### config.mk
export PLATFORM = sky130hd
export DESIGN_NAME = branch_frontend
export DESIGN_NICKNAME = d
export VERILOG_FILES = /design/src/rtl/fe_pkg.sv /design/src/rtl/branch_frontend.sv /design/src/rtl/branch_unit.sv /design/src/rtl/fetch_queue.sv /design/src/rtl/fetch_unit.sv
export SDC_FILE = /design/constraint.sdc
export NUM_CORES = 1
export LEC_CHECK = 0
export BUFFER_PORTS_ARGS = -buffer_cell sky130_fd_sc_hd__buf_2
export CORE_AREA = 2 2 199 201
export CTS_CLUSTER_SIZE = 8
export DETAILED_ROUTE_END_ITERATION = 10
export DIE_AREA = 0 0 201 203
export GPL_ROUTABILITY_DRIVEN = 0
export GPL_TIMING_DRIVEN = 1
export SLEW_MARGIN = 10
export SYNTH_ARGS = -nofsm -noshare
export SYNTH_HDL_FRONTEND = slang
export SYNTH_HIERARCHICAL = 1
export SYNTH_SLANG_ARGS = --single-unit
### constraint.sdc
create_clock -name clk -period 3.6 [get_ports clk]
set_input_delay 0.54 -clock clk [delete_from_list [all_inputs] [get_ports clk]]
set_output_delay 0.54 -clock clk [all_outputs]
set_load 0.01 [all_outputs]
### src/rtl/fe_pkg.sv
package fe_pkg;

	localparam int XLEN  = 16;
	localparam int SEL_W = 4;

	// Register selects beyond the eight general registers
	localparam logic [SEL_W-1:0] REG_T  = 4'd8;
	localparam logic [SEL_W-1:0] REG_RA = 4'd9;

	// Major opcodes, bits 15 to 11
	localparam logic [4:0] OP_B    = 5'b00010;
	localparam logic [4:0] OP_BEQZ = 5'b00100;
	localparam logic [4:0] OP_BNEZ = 5'b00101;
	localparam logic [4:0] OP_TBR  = 5'b01100;
	localparam logic [4:0] OP_JREG = 5'b11101;

	// T-register branch kind, bits 10 to 8
	localparam logic [2:0] TBR_EQZ = 3'b000;
	localparam logic [2:0] TBR_NEZ = 3'b001;

	// Register jump functions
	localparam logic [7:0]  FN_JR   = 8'b00000000;  // Low eight bits
	localparam logic [7:0]  FN_JALR = 8'b11000000;  // Low eight bits
	localparam logic [10:0] FN_JRRA = 11'b00000100000;  // Low eleven bits

	typedef union packed {
		struct packed {
			logic [4:0]  op;
			logic [10:0] imm11;
		} lng;  // B
		struct packed {
			logic [4:0] op;
			logic [2:0] rx;
			logic [7:0] imm8;
		} rbr;  // BEQZ, BNEZ, BTEQZ, BTNEZ
		struct packed {
			logic [4:0]  op;
			logic [10:0] funct11;
		} rjmp;  // JR, JALR, JRRA
	} instr_u;

endpackage

### src/rtl/branch_frontend.sv
`timescale 1ns/1ps

module branch_frontend #(
	parameter int QUEUE_DEPTH = 4
) (
	input  logic                      clk,
	input  logic                      arst_n,
	output logic                      imem_req,
	output logic [fe_pkg::XLEN-1:0]   imem_addr,
	input  logic [fe_pkg::XLEN-1:0]   imem_data,
	output logic [fe_pkg::SEL_W-1:0]  rd_sel,
	input  logic [fe_pkg::XLEN-1:0]   rd_data,
	output logic                      ra_we,
	output logic [fe_pkg::XLEN-1:0]   ra_data,
	output logic                      retire_valid,
	output logic [fe_pkg::XLEN-1:0]   retire_pc,
	output logic [fe_pkg::XLEN-1:0]   retire_instr,
	input  logic                      retire_ready,
	output logic                      redirect,
	output logic [fe_pkg::XLEN-1:0]   redirect_pc
);

	logic                    push;
	logic [fe_pkg::XLEN-1:0] push_pc;
	logic [fe_pkg::XLEN-1:0] push_instr;
	logic                    credit_ret;
	logic                    head_valid;
	logic [fe_pkg::XLEN-1:0] head_pc;
	logic [fe_pkg::XLEN-1:0] head_instr;
	logic                    pop;

	fetch_unit #(
		.QUEUE_DEPTH(QUEUE_DEPTH)
	) u_fetch (
		.clk        (clk),
		.arst_n     (arst_n),
		.imem_data  (imem_data),
		.credit_ret (credit_ret),
		.redirect   (redirect),
		.redirect_pc(redirect_pc),
		.imem_req   (imem_req),
		.imem_addr  (imem_addr),
		.push       (push),
		.push_pc    (push_pc),
		.push_instr (push_instr)
	);

	fetch_queue #(
		.QUEUE_DEPTH(QUEUE_DEPTH)
	) u_queue (
		.clk        (clk),
		.arst_n     (arst_n),
		.push       (push),
		.push_pc    (push_pc),
		.push_instr (push_instr),
		.pop        (pop),
		.flush      (redirect),  // Redirect doubles as flush
		.head_valid (head_valid),
		.head_pc    (head_pc),
		.head_instr (head_instr),
		.credit_ret (credit_ret)
	);

	branch_unit u_branch (
		.clk         (clk),
		.arst_n      (arst_n),
		.head_valid  (head_valid),
		.head_pc     (head_pc),
		.head_instr  (head_instr),
		.rd_data     (rd_data),
		.retire_ready(retire_ready),
		.pop         (pop),
		.rd_sel      (rd_sel),
		.redirect    (redirect),
		.redirect_pc (redirect_pc),
		.ra_we       (ra_we),
		.ra_data     (ra_data),
		.retire_valid(retire_valid),
		.retire_pc   (retire_pc),
		.retire_instr(retire_instr)
	);

endmodule

### src/rtl/branch_unit.sv
`timescale 1ns/1ps

module branch_unit (
	input  logic                      clk,
	input  logic                      arst_n,
	input  logic                      head_valid,
	input  logic [fe_pkg::XLEN-1:0]   head_pc,
	input  logic [fe_pkg::XLEN-1:0]   head_instr,
	input  logic [fe_pkg::XLEN-1:0]   rd_data,
	input  logic                      retire_ready,
	output logic                      pop,
	output logic [fe_pkg::SEL_W-1:0]  rd_sel,
	output logic                      redirect,
	output logic [fe_pkg::XLEN-1:0]   redirect_pc,
	output logic                      ra_we,
	output logic [fe_pkg::XLEN-1:0]   ra_data,
	output logic                      retire_valid,
	output logic [fe_pkg::XLEN-1:0]   retire_pc,
	output logic [fe_pkg::XLEN-1:0]   retire_instr
);

	fe_pkg::instr_u          ins;
	logic                    is_b;
	logic                    is_beqz;
	logic                    is_bnez;
	logic                    is_bteqz;
	logic                    is_btnez;
	logic                    is_jr;
	logic                    is_jalr;
	logic                    is_jrra;
	logic                    is_rjump;
	logic                    op_zero;
	logic                    taken;
	logic                    accept;
	logic [fe_pkg::XLEN-1:0] pc_inc;
	logic [fe_pkg::XLEN-1:0] target;

	assign ins = head_instr;

	always_comb begin
		is_b     = ins.lng.op == fe_pkg::OP_B;
		is_beqz  = ins.rbr.op == fe_pkg::OP_BEQZ;
		is_bnez  = ins.rbr.op == fe_pkg::OP_BNEZ;
		is_bteqz = (ins.rbr.op == fe_pkg::OP_TBR) && (ins.rbr.rx == fe_pkg::TBR_EQZ);
		is_btnez = (ins.rbr.op == fe_pkg::OP_TBR) && (ins.rbr.rx == fe_pkg::TBR_NEZ);
		is_jr    = (ins.rjmp.op == fe_pkg::OP_JREG) && (ins.rjmp.funct11[7:0] == fe_pkg::FN_JR);
		is_jalr  = (ins.rjmp.op == fe_pkg::OP_JREG)
			&& (ins.rjmp.funct11[7:0] == fe_pkg::FN_JALR);
		is_jrra  = (ins.rjmp.op == fe_pkg::OP_JREG) && (ins.rjmp.funct11 == fe_pkg::FN_JRRA);
		is_rjump = is_jr || is_jalr || is_jrra;
	end

	// Operand select goes straight out, data returns this cycle
	always_comb begin
		if (is_beqz || is_bnez || is_jr || is_jalr) begin
			rd_sel = {1'b0, ins.rbr.rx};
		end else if (is_bteqz || is_btnez) begin
			rd_sel = fe_pkg::REG_T;
		end else if (is_jrra) begin
			rd_sel = fe_pkg::REG_RA;
		end else begin
			rd_sel = '0;
		end
	end

	assign op_zero = rd_data == '0;
	assign pc_inc  = head_pc + 1'b1;

	always_comb begin
		taken = is_b || is_rjump
			|| ((is_beqz || is_bteqz) && op_zero)
			|| ((is_bnez || is_btnez) && !op_zero);
		if (is_b) begin
			target = pc_inc + {{5{ins.lng.imm11[10]}}, ins.lng.imm11};
		end else if (is_rjump) begin
			target = rd_data;  // All register jumps share this rule
		end else begin
			target = pc_inc + {{8{ins.rbr.imm8[7]}}, ins.rbr.imm8};
		end
	end

	// Hold off while the retire slot is stuck or a flush is under way
	assign accept = head_valid && (!retire_valid || retire_ready) && !redirect;
	assign pop    = accept;

	always_ff @(posedge clk or negedge arst_n) begin
		if (!arst_n) begin
			redirect     <= 1'b0;
			ra_we        <= 1'b0;
			retire_valid <= 1'b0;
		end else begin
			redirect <= accept && taken;
			ra_we    <= accept && is_jalr;
			if (accept) begin
				retire_valid <= 1'b1;
			end else if (retire_ready) begin
				retire_valid <= 1'b0;
			end
		end
	end

	always_ff @(posedge clk) begin
		if (accept) begin
			redirect_pc  <= target;
			ra_data      <= pc_inc;  // Return address for JALR
			retire_pc    <= head_pc;
			retire_instr <= head_instr;
		end
	end

	a_ra_with_redirect: assert property (@(posedge clk) disable iff (!arst_n)
		ra_we |-> redirect)
		else $error("branch_unit: RA write without redirect");

endmodule

### src/rtl/fetch_queue.sv
`timescale 1ns/1ps

module fetch_queue #(
	parameter int QUEUE_DEPTH = 4
) (
	input  logic                     clk,
	input  logic                     arst_n,
	input  logic                     push,
	input  logic [fe_pkg::XLEN-1:0]  push_pc,
	input  logic [fe_pkg::XLEN-1:0]  push_instr,
	input  logic                     pop,
	input  logic                     flush,
	output logic                     head_valid,
	output logic [fe_pkg::XLEN-1:0]  head_pc,
	output logic [fe_pkg::XLEN-1:0]  head_instr,
	output logic                     credit_ret
);

	localparam int PTR_W = $clog2(QUEUE_DEPTH);
	localparam int CNT_W = $clog2(QUEUE_DEPTH + 1);
	localparam logic [PTR_W-1:0] LAST = PTR_W'(QUEUE_DEPTH - 1);

	logic [fe_pkg::XLEN-1:0] pc_mem    [QUEUE_DEPTH];
	logic [fe_pkg::XLEN-1:0] instr_mem [QUEUE_DEPTH];
	logic [PTR_W-1:0]        wr_ptr;
	logic [PTR_W-1:0]        rd_ptr;
	logic [CNT_W-1:0]        count;
	logic                    do_push;
	logic                    do_pop;

	assign do_push = push && !flush;
	assign do_pop  = pop && !flush;

	assign head_valid = count != '0;
	assign head_pc    = pc_mem[rd_ptr];
	assign head_instr = instr_mem[rd_ptr];

	always_ff @(posedge clk) begin
		if (do_push) begin
			pc_mem[wr_ptr]    <= push_pc;
			instr_mem[wr_ptr] <= push_instr;
		end
	end

	always_ff @(posedge clk or negedge arst_n) begin
		if (!arst_n) begin
			wr_ptr     <= '0;
			rd_ptr     <= '0;
			count      <= '0;
			credit_ret <= 1'b0;
		end else if (flush) begin
			wr_ptr     <= '0;
			rd_ptr     <= '0;
			count      <= '0;
			credit_ret <= 1'b0;  // Fetch reloads its credits on flush
		end else begin
			if (do_push) begin
				wr_ptr <= (wr_ptr == LAST) ? '0 : wr_ptr + 1'b1;
			end
			if (do_pop) begin
				rd_ptr <= (rd_ptr == LAST) ? '0 : rd_ptr + 1'b1;
			end
			count      <= count + CNT_W'(do_push) - CNT_W'(do_pop);
			credit_ret <= do_pop;
		end
	end

	// Credit flow in fetch_unit must keep the queue from overflowing
	a_no_overflow: assert property (@(posedge clk) disable iff (!arst_n)
		push && !flush |-> count != CNT_W'(QUEUE_DEPTH) || pop)
		else $error("fetch_queue: push into full queue");

	a_no_underflow: assert property (@(posedge clk) disable iff (!arst_n)
		pop |-> head_valid)
		else $error("fetch_queue: pop from empty queue");

endmodule

### src/rtl/fetch_unit.sv
`timescale 1ns/1ps

module fetch_unit #(
	parameter int QUEUE_DEPTH = 4
) (
	input  logic                     clk,
	input  logic                     arst_n,
	input  logic [fe_pkg::XLEN-1:0]  imem_data,
	input  logic                     credit_ret,
	input  logic                     redirect,
	input  logic [fe_pkg::XLEN-1:0]  redirect_pc,
	output logic                     imem_req,
	output logic [fe_pkg::XLEN-1:0]  imem_addr,
	output logic                     push,
	output logic [fe_pkg::XLEN-1:0]  push_pc,
	output logic [fe_pkg::XLEN-1:0]  push_instr
);

	localparam int CNT_W = $clog2(QUEUE_DEPTH + 1);
	localparam logic [CNT_W-1:0] FULL_CREDITS = CNT_W'(QUEUE_DEPTH);

	logic [fe_pkg::XLEN-1:0] pc;
	logic [CNT_W-1:0]        credits;
	logic                    run;  // Low only in the first cycle out of reset
	logic                    pend_valid;
	logic [fe_pkg::XLEN-1:0] pend_pc;

	// No request while a redirect is being applied
	assign imem_req  = run && (credits != '0) && !redirect;
	assign imem_addr = pc;

	// Memory answers one cycle after the request
	assign push       = pend_valid && !redirect;  // Stale if flushed meanwhile
	assign push_pc    = pend_pc;
	assign push_instr = imem_data;

	always_ff @(posedge clk or negedge arst_n) begin
		if (!arst_n) begin
			run <= 1'b0;
		end else begin
			run <= 1'b1;
		end
	end

	always_ff @(posedge clk or negedge arst_n) begin
		if (!arst_n) begin
			pc <= '0;
		end else if (redirect) begin
			pc <= redirect_pc;
		end else if (imem_req) begin
			pc <= pc + 1'b1;
		end
	end

	always_ff @(posedge clk or negedge arst_n) begin
		if (!arst_n) begin
			credits <= FULL_CREDITS;
		end else if (redirect) begin
			credits <= FULL_CREDITS;  // Queue flushed, nothing in flight
		end else begin
			credits <= credits + CNT_W'(credit_ret) - CNT_W'(imem_req);
		end
	end

	always_ff @(posedge clk or negedge arst_n) begin
		if (!arst_n) begin
			pend_valid <= 1'b0;
		end else begin
			pend_valid <= imem_req;
		end
	end

	always_ff @(posedge clk) begin
		if (imem_req) begin
			pend_pc <= pc;
		end
	end

	// Returned credits plus spent ones must balance against the queue size
	a_credit_bound: assert property (@(posedge clk) disable iff (!arst_n)
		credits <= FULL_CREDITS)
		else $error("fetch_unit: credit count above queue depth");

endmodule
* After elaboration in Yosys (flattened, before gate mapping)
Memory sizes are Yosys's and may differ from the RTL's.
Cells that the tools add are included.
Widths: inputs -> output; s select.
** Cells by class
- Equal/unequal tests :: 10
- Multiplexer cells :: 20
- $add $sub $neg :: 10
- Reductions and logical operators :: 40
** Operator list (count)
- $mux 16 :: 4
- $add 16x1->16 const B :: 2
- $add 16x16->16 :: 2
- $logic_and 1x1->1 :: 16
- $logic_not 16->1 :: 1
- $logic_or 1x1->1 :: 12
- $mux 2 :: 6
- $mux 4 :: 3
- $eq 11x6->1 const B :: 1
- $eq 5x3->1 const B :: 2
- $eq 8x8->1 const B :: 1
- $logic_not 8->1 :: 1
- $reduce_bool 2->1 :: 4
- $add 3x1->3 :: 2
- $mux 3 :: 2
- $reduce_bool 3->1 :: 2
- $sub 3x1->3 :: 2
- $eq 5x2->1 const B :: 1
- $eq 5x4->1 const B :: 1
- $eq 5x5->1 const B :: 1
- $mux 1 :: 5
- $add 2x1->2 const B :: 2
- $eq 2x2->1 const B :: 2
- $eq 3x1->1 const B :: 1
- other kinds (2) :: 4
** Storage, ports and cells
- Memories kept :: 2
- Register bits :: 112
- Input port bits :: 35
- Output and inout port bits :: 88
- Word-level logic and storage cells :: 98
- Memory bits (writable) :: 128
** Memories
- u_queue.instr_mem :: depth 4, bits a word 16, read ports 1, clocked after memory_dff 0, write ports 1, RTL line fetch_queue.sv:24 : logic [fe_pkg::XLEN-1:0] instr_mem [QUEUE_DEPTH];
- u_queue.pc_mem :: depth 4, bits a word 16, read ports 1, clocked after memory_dff 0, write ports 1, RTL line fetch_queue.sv:23 : logic [fe_pkg::XLEN-1:0] pc_mem [QUEUE_DEPTH];

* Logic depth before layout (Yosys ltp)
An unclocked memory read counts as a cell.
- Depth after elaboration :: 9
- Depth in mapped cells :: 16
- Depth with buffers taken out :: 14

* Cells and area by module
The synthesis kept the hierarchy.
** By module, submodules not included
- fetch_queue :: sequential area each 4043.9 µm², cells an instance 212, instances 1, area each 5123.7 µm²
- branch_unit :: sequential area each 1996.9 µm², cells an instance 310, instances 1, area each 3794.9 µm²
- fetch_unit :: sequential area each 1007.2 µm², cells an instance 154, instances 1, area each 1771.7 µm²

* Worst setup path after synthesis
OpenSTA, ideal clock, no wires.
- Path kind :: register -> register
- Start point :: reg u_queue.rd_ptr[0]
- End point :: reg u_branch/redirect_pc[15] in the netlist's numbering, data pin
- Data arrival time :: 3681 ps
- Stages on the path, launching flop included :: 16
- Path buffers :: 2
- Setup slack :: -342 ps
- Period minus slack after synthesis :: 3942 ps
- Data required time :: 3339 ps
- Setup time :: 261 ps
- Cell sequence :: dfrtp_1 buf_6 buf_6 mux4_2 and4_1 and3_1 nand4_1 xnor2_1 ha_1 a21o_1 a31o_2 a221o_1 a31o_2 xor2_1 nor2_1 a221o_1
** Between the ends
- Elaborated cells between the ends (all ways) :: 17
- Classes of those cells :: add/sub: 3; eq/ne: 4; mux: 2; reduce/logical: 6; memory: 2
** RTL lines
- start: declaration :: RTL line fetch_queue.sv:26 : logic [PTR_W-1:0] rd_ptr;
- start signal: assignment :: RTL line fetch_queue.sv:61 : rd_ptr <= (rd_ptr == LAST) ? '0 : rd_ptr + 1'b1;
- $mem_v2 4x16 (*)
- via head_pc, one bit :: RTL line branch_frontend.sv:28 : logic [fe_pkg::XLEN-1:0] head_pc;
- $add 16x1->16 (*) :: RTL line branch_unit.sv:67 : assign pc_inc = head_pc + 1'b1;
- via u_branch.pc_inc, one bit :: RTL line branch_unit.sv:35 : logic [fe_pkg::XLEN-1:0] pc_inc;
- $add 16x16->16 :: RTL line branch_unit.sv:78 : target = pc_inc + {{8{ins.rbr.imm8[7]}}, ins.rbr.imm8};
- $mux 16 :: RTL line branch_unit.sv:75 : end else if (is_rjump) begin
- $mux 16 (*) :: RTL line branch_unit.sv:73 : if (is_b) begin
- via u_branch.target, one bit :: RTL line branch_unit.sv:36 : logic [fe_pkg::XLEN-1:0] target;
- end signal: assignment :: RTL line branch_unit.sv:104 : redirect_pc <= target;
- end: declaration :: RTL line branch_unit.sv:14 : output logic [fe_pkg::XLEN-1:0] redirect_pc,
Mark *: on every way through the listed nets, which the timed path passes. The rest lies on a longest branch.
A chain may end at the register's enable or synchronous reset.

* Worst setup path after layout
Same ends and word-level chain as after synthesis.

==> metrics.md <==
| Metric | Value |
|---|---|
| Status | finished, violations left |
| Failing checks | setup timing |
| Pin count of the biggest net entering global routing | 70 |
| Post-route cell area | 14200 um^2 |
| Area after DPL | roughly 13000 um^2 |
| GRT Resource Usage Total | 0.140 |
| Share of layout cells above drive strength 1 | 0.405 |
| Fillers | between 3000 and 4000 |
| Post-route clock period utilization | 1.05 |
| Full die area | ~40000 um^2 |
| Place WS | -0.163 ns |
| Placed cells | 1395 |
| Row count | just over 70 |
| Detail Placement HPWL | 21.0 mm |
| Via density | between 4 and 5 |
| Syn Nets | roughly 750 |
| Synth-to-layout area growth | 32.7% |
| CP Launch Type | flip-flop |
| CP Max Fanout | 4 |
| Register area share after synthesis | 0.659 |
| Via count | 6741 |
| Clock latency on the worst-skew pair | approximately 0.52 ns |
| Max Cap Viol | 0 |
| Residual DRC | 0 |
| Global-route wire length before repair | 42.9 mm |
| F_max | roughly 260 MHz |
| Post-Syn Area | around 11000 um^2 |
| Vias in the first global route | roughly 6700 |
| WL/cell | a little under 20 um |
| First drt pass iteration count | 4 |
| Worst Path Buf+Inv | 1 |
| Area share of the largest cell type after synthesis | 0.584 |
| Slew Limit Fails | 0 |
| Slowest stage delay, CP | 0.58 ns |
| Asr flop ratio synth | 0.133 |
| Worst slew pin tran | around 1.1 ns |
| Hold Path Class | input port to async pin |
| Die W | 201 um |
| Routed Antenna Nets | 0 |
| CP Capture Type | flip-flop |
| CTS H-tree lvls | 2 |
| Tmin final | about 3.8 ns |
| Number of synthesized flops with an enable pin | roughly 210 |
| 1st-iter DRT viols | roughly 550 |
| Hold Fails Final Rpt | 0 |
| Synth warnings | 6 |
| Routed wire length | 29.2 mm |
| Skew final | 0.0167 ns |
| Final layout net count | about 1000 |
| Main flop type after synthesis | edfxtp_1 |
| Top post-synthesis cells by area | edfxtp_1 58%, dfrtp_1 7.3%, mux4_2 6.3% |
| Yosys cell types | 71 |
| Clock tree buffer depth | 3 |
| Critical path, cell by cell | buf_4, mux4_2, ha_4, and3_4, nand2_2, xnor2_4, ha_4, a21o_1, a31o_4, a221o_1, a31o_2, xor2_1, nor2_1, a221o_1 |
| CP delay by family, top | compound AO/OA/AOI/OAI gates |
| WP data arrival | 4.05 ns |
| #FFs+latches synth | 240 |
| CORE AREA | slightly below 40000 um^2 |
| Most frequent cells in the layout | 208 x edfxtp_1, 125 x buf_4, 122 x buf_2 |
| PortBufs | approximately 120 |
| Grt total ovfl | 0 |
| # setup viols final | 4 |
| Most common cell after layout, fill and taps aside | edfxtp_1 |
| Largest area contributor in the netlist | edfxtp_1 |
| Final Util | 0.369 |
| Ports | around 120 |
| WP data required | 3.86 ns |
| Post-Synthesis Cells | ~680 |
| Setup slack after layout | -0.192 ns |
| CTS Buf Count | 36 |
| Setup CP Type | flip-flop to flip-flop |
| Post-Layout Cell Count | about 1500 |
| Mean Syn Cell Area | around 16 um^2 |
| Die height | roughly 200 um |
| Starting Density | 0.278 |
| Clk slew on worst S/H paths | ~0.060 ns |
| CTS Hold Buffers Added | 0 |
| Worst slew margin | 0.286 |
| Crit path max-delay cell type | mux4_2 |
| Antenna violations before repair | 1 |
| CTS tree | built |
| CTS sink count | 240 |
| Root Buffer | clkbuf_16 |
| RSZ-0062 raised after global routing | true |
-- per-stage QoR --
step	hold slack (ns)	TNS, ns
after floorplan	0.244	-0.128
after global placement	0.465	-0.477
after detailed placement	0.483	-0.727
after CTS	0.175	-0.495
after global routing	0.212	-0.838
final	0.157	-0.272
-- Yosys cell counts (3+ instances only) --
master,instances
mux2_2,3
a31oi_1,5
or3_1,3
nand3_1,10
buf_4,16
a221o_1,4
nor2_1,24
xnor2_1,24
nor2b_1,10
buf_6,4
a211oi_1,4
nand3b_1,4
and3_1,6
nand2b_1,7
nand4_1,10
and2_1,5
buf_2,4
xor2_1,23
or2_2,3
edfxtp_1,208
nand2_1,37
a21o_1,11
o21ai_1,4
nor4_1,8
inv_1,18
o21a_1,5
nor3_1,6
dfrtp_1,31
mux4_2,30
a21oi_1,20
o31ai_1,3
ha_1,35
o21ai_0,25
fa_1,3
a22oi_1,4
clkbuf_1,7
mux2i_1,7
o31a_1,3
-- flip-flops by register name, indices dropped and copies added (netlist names) --
signal	flops
u_branch/ra_data	16
u_branch/ra_we	1
u_branch/redirect	1
u_branch/redirect_pc	16
u_branch/retire_instr	16
u_branch/retire_pc	16
u_branch/retire_valid	1
u_fetch/credits	3
u_fetch/imem_addr	16
u_fetch/pend_valid	1
u_fetch/push_pc	16
u_fetch/run	1
u_queue/count	3
u_queue/credit_ret	1
u_queue/instr_mem	64
u_queue/pc_mem	64
u_queue/rd_ptr	2
u_queue/wr_ptr	2
-- cell families (layout without fill, tap and decap cells) --
| logic type | count (synthesis) | after routing | share of synthesized area |
|---|---|---|---|
| buf+inv | 51 | 332 | 0.0268 |
| mux | 42 | 42 | 0.0778 |
| xor+xnor | 49 | 49 | 0.0427 |
| other cells | 1 | 2 | 0.000351 |
| flops | 240 | 240 | 0.659 |
| compound gates | 106 | 106 | 0.0679 |
| fa+ha+maj | 38 | 38 | 0.0466 |
| simple gates | 149 | 149 | 0.0785 |
-- worst paths after layout --
check                                                   from                                  to  depth (start not counted)  slack (ns)
setup / recovery               u_queue/rd_ptr[0]$_DFFE_PN0P_  u_branch/redirect_pc[15]$_DFFE_PP_                         14       -0.19
min in group clk                               imem_data[15]  u_queue/instr_mem[1][15]$_DFFE_PP_                          1        0.25
setup reg to reg               u_queue/rd_ptr[0]$_DFFE_PN0P_  u_branch/redirect_pc[15]$_DFFE_PP_                         14       -0.19
max in group asynchronous                             arst_n       u_queue/rd_ptr[0]$_DFFE_PN0P_                          1        2.85
hold / removal                                        arst_n       u_queue/rd_ptr[0]$_DFFE_PN0P_                          1        0.16
hold reg to reg            u_branch/redirect_pc[5]$_DFFE_PP_    u_fetch/imem_addr[5]$_DFFE_PN0P_                          2        0.49
-- layer usage --
metal	vias to the layer above	global-route usage	wire length (um)
met1	3402	0.193	13300
li1	3130	-	-
met3	36	0.0347	1700
met4	0	0.0431	577
met5	-	0	0
met2	173	0.219	13600
-- layout make-up --
type	instances	area (um^2)	area share
Sequential cell	240	7050	0.497
Multi-Input combinational cell	385	3740	0.263
Timing Repair Buffer	253	1660	0.117
Clock buffer	56	986	0.0695
Tap cell	518	648	0.0457
Inverter	19	71.3	0.00503
Clock inverter	4	33.8	0.00238
Antenna cell	1	2.50	0.000176
-- repair_timing --
action / 4_1_cts / 5_1_grt
gates resized for setup: 16 / 33
pin swaps: 14 / 20
cloned: 0 / 0
endpoints found under the setup margin: 11 / 12
setup buffers: 2 / 18
Power is not shown: default switching activity piles up to over one toggle a cycle in this logic, so the estimate is an artifact.
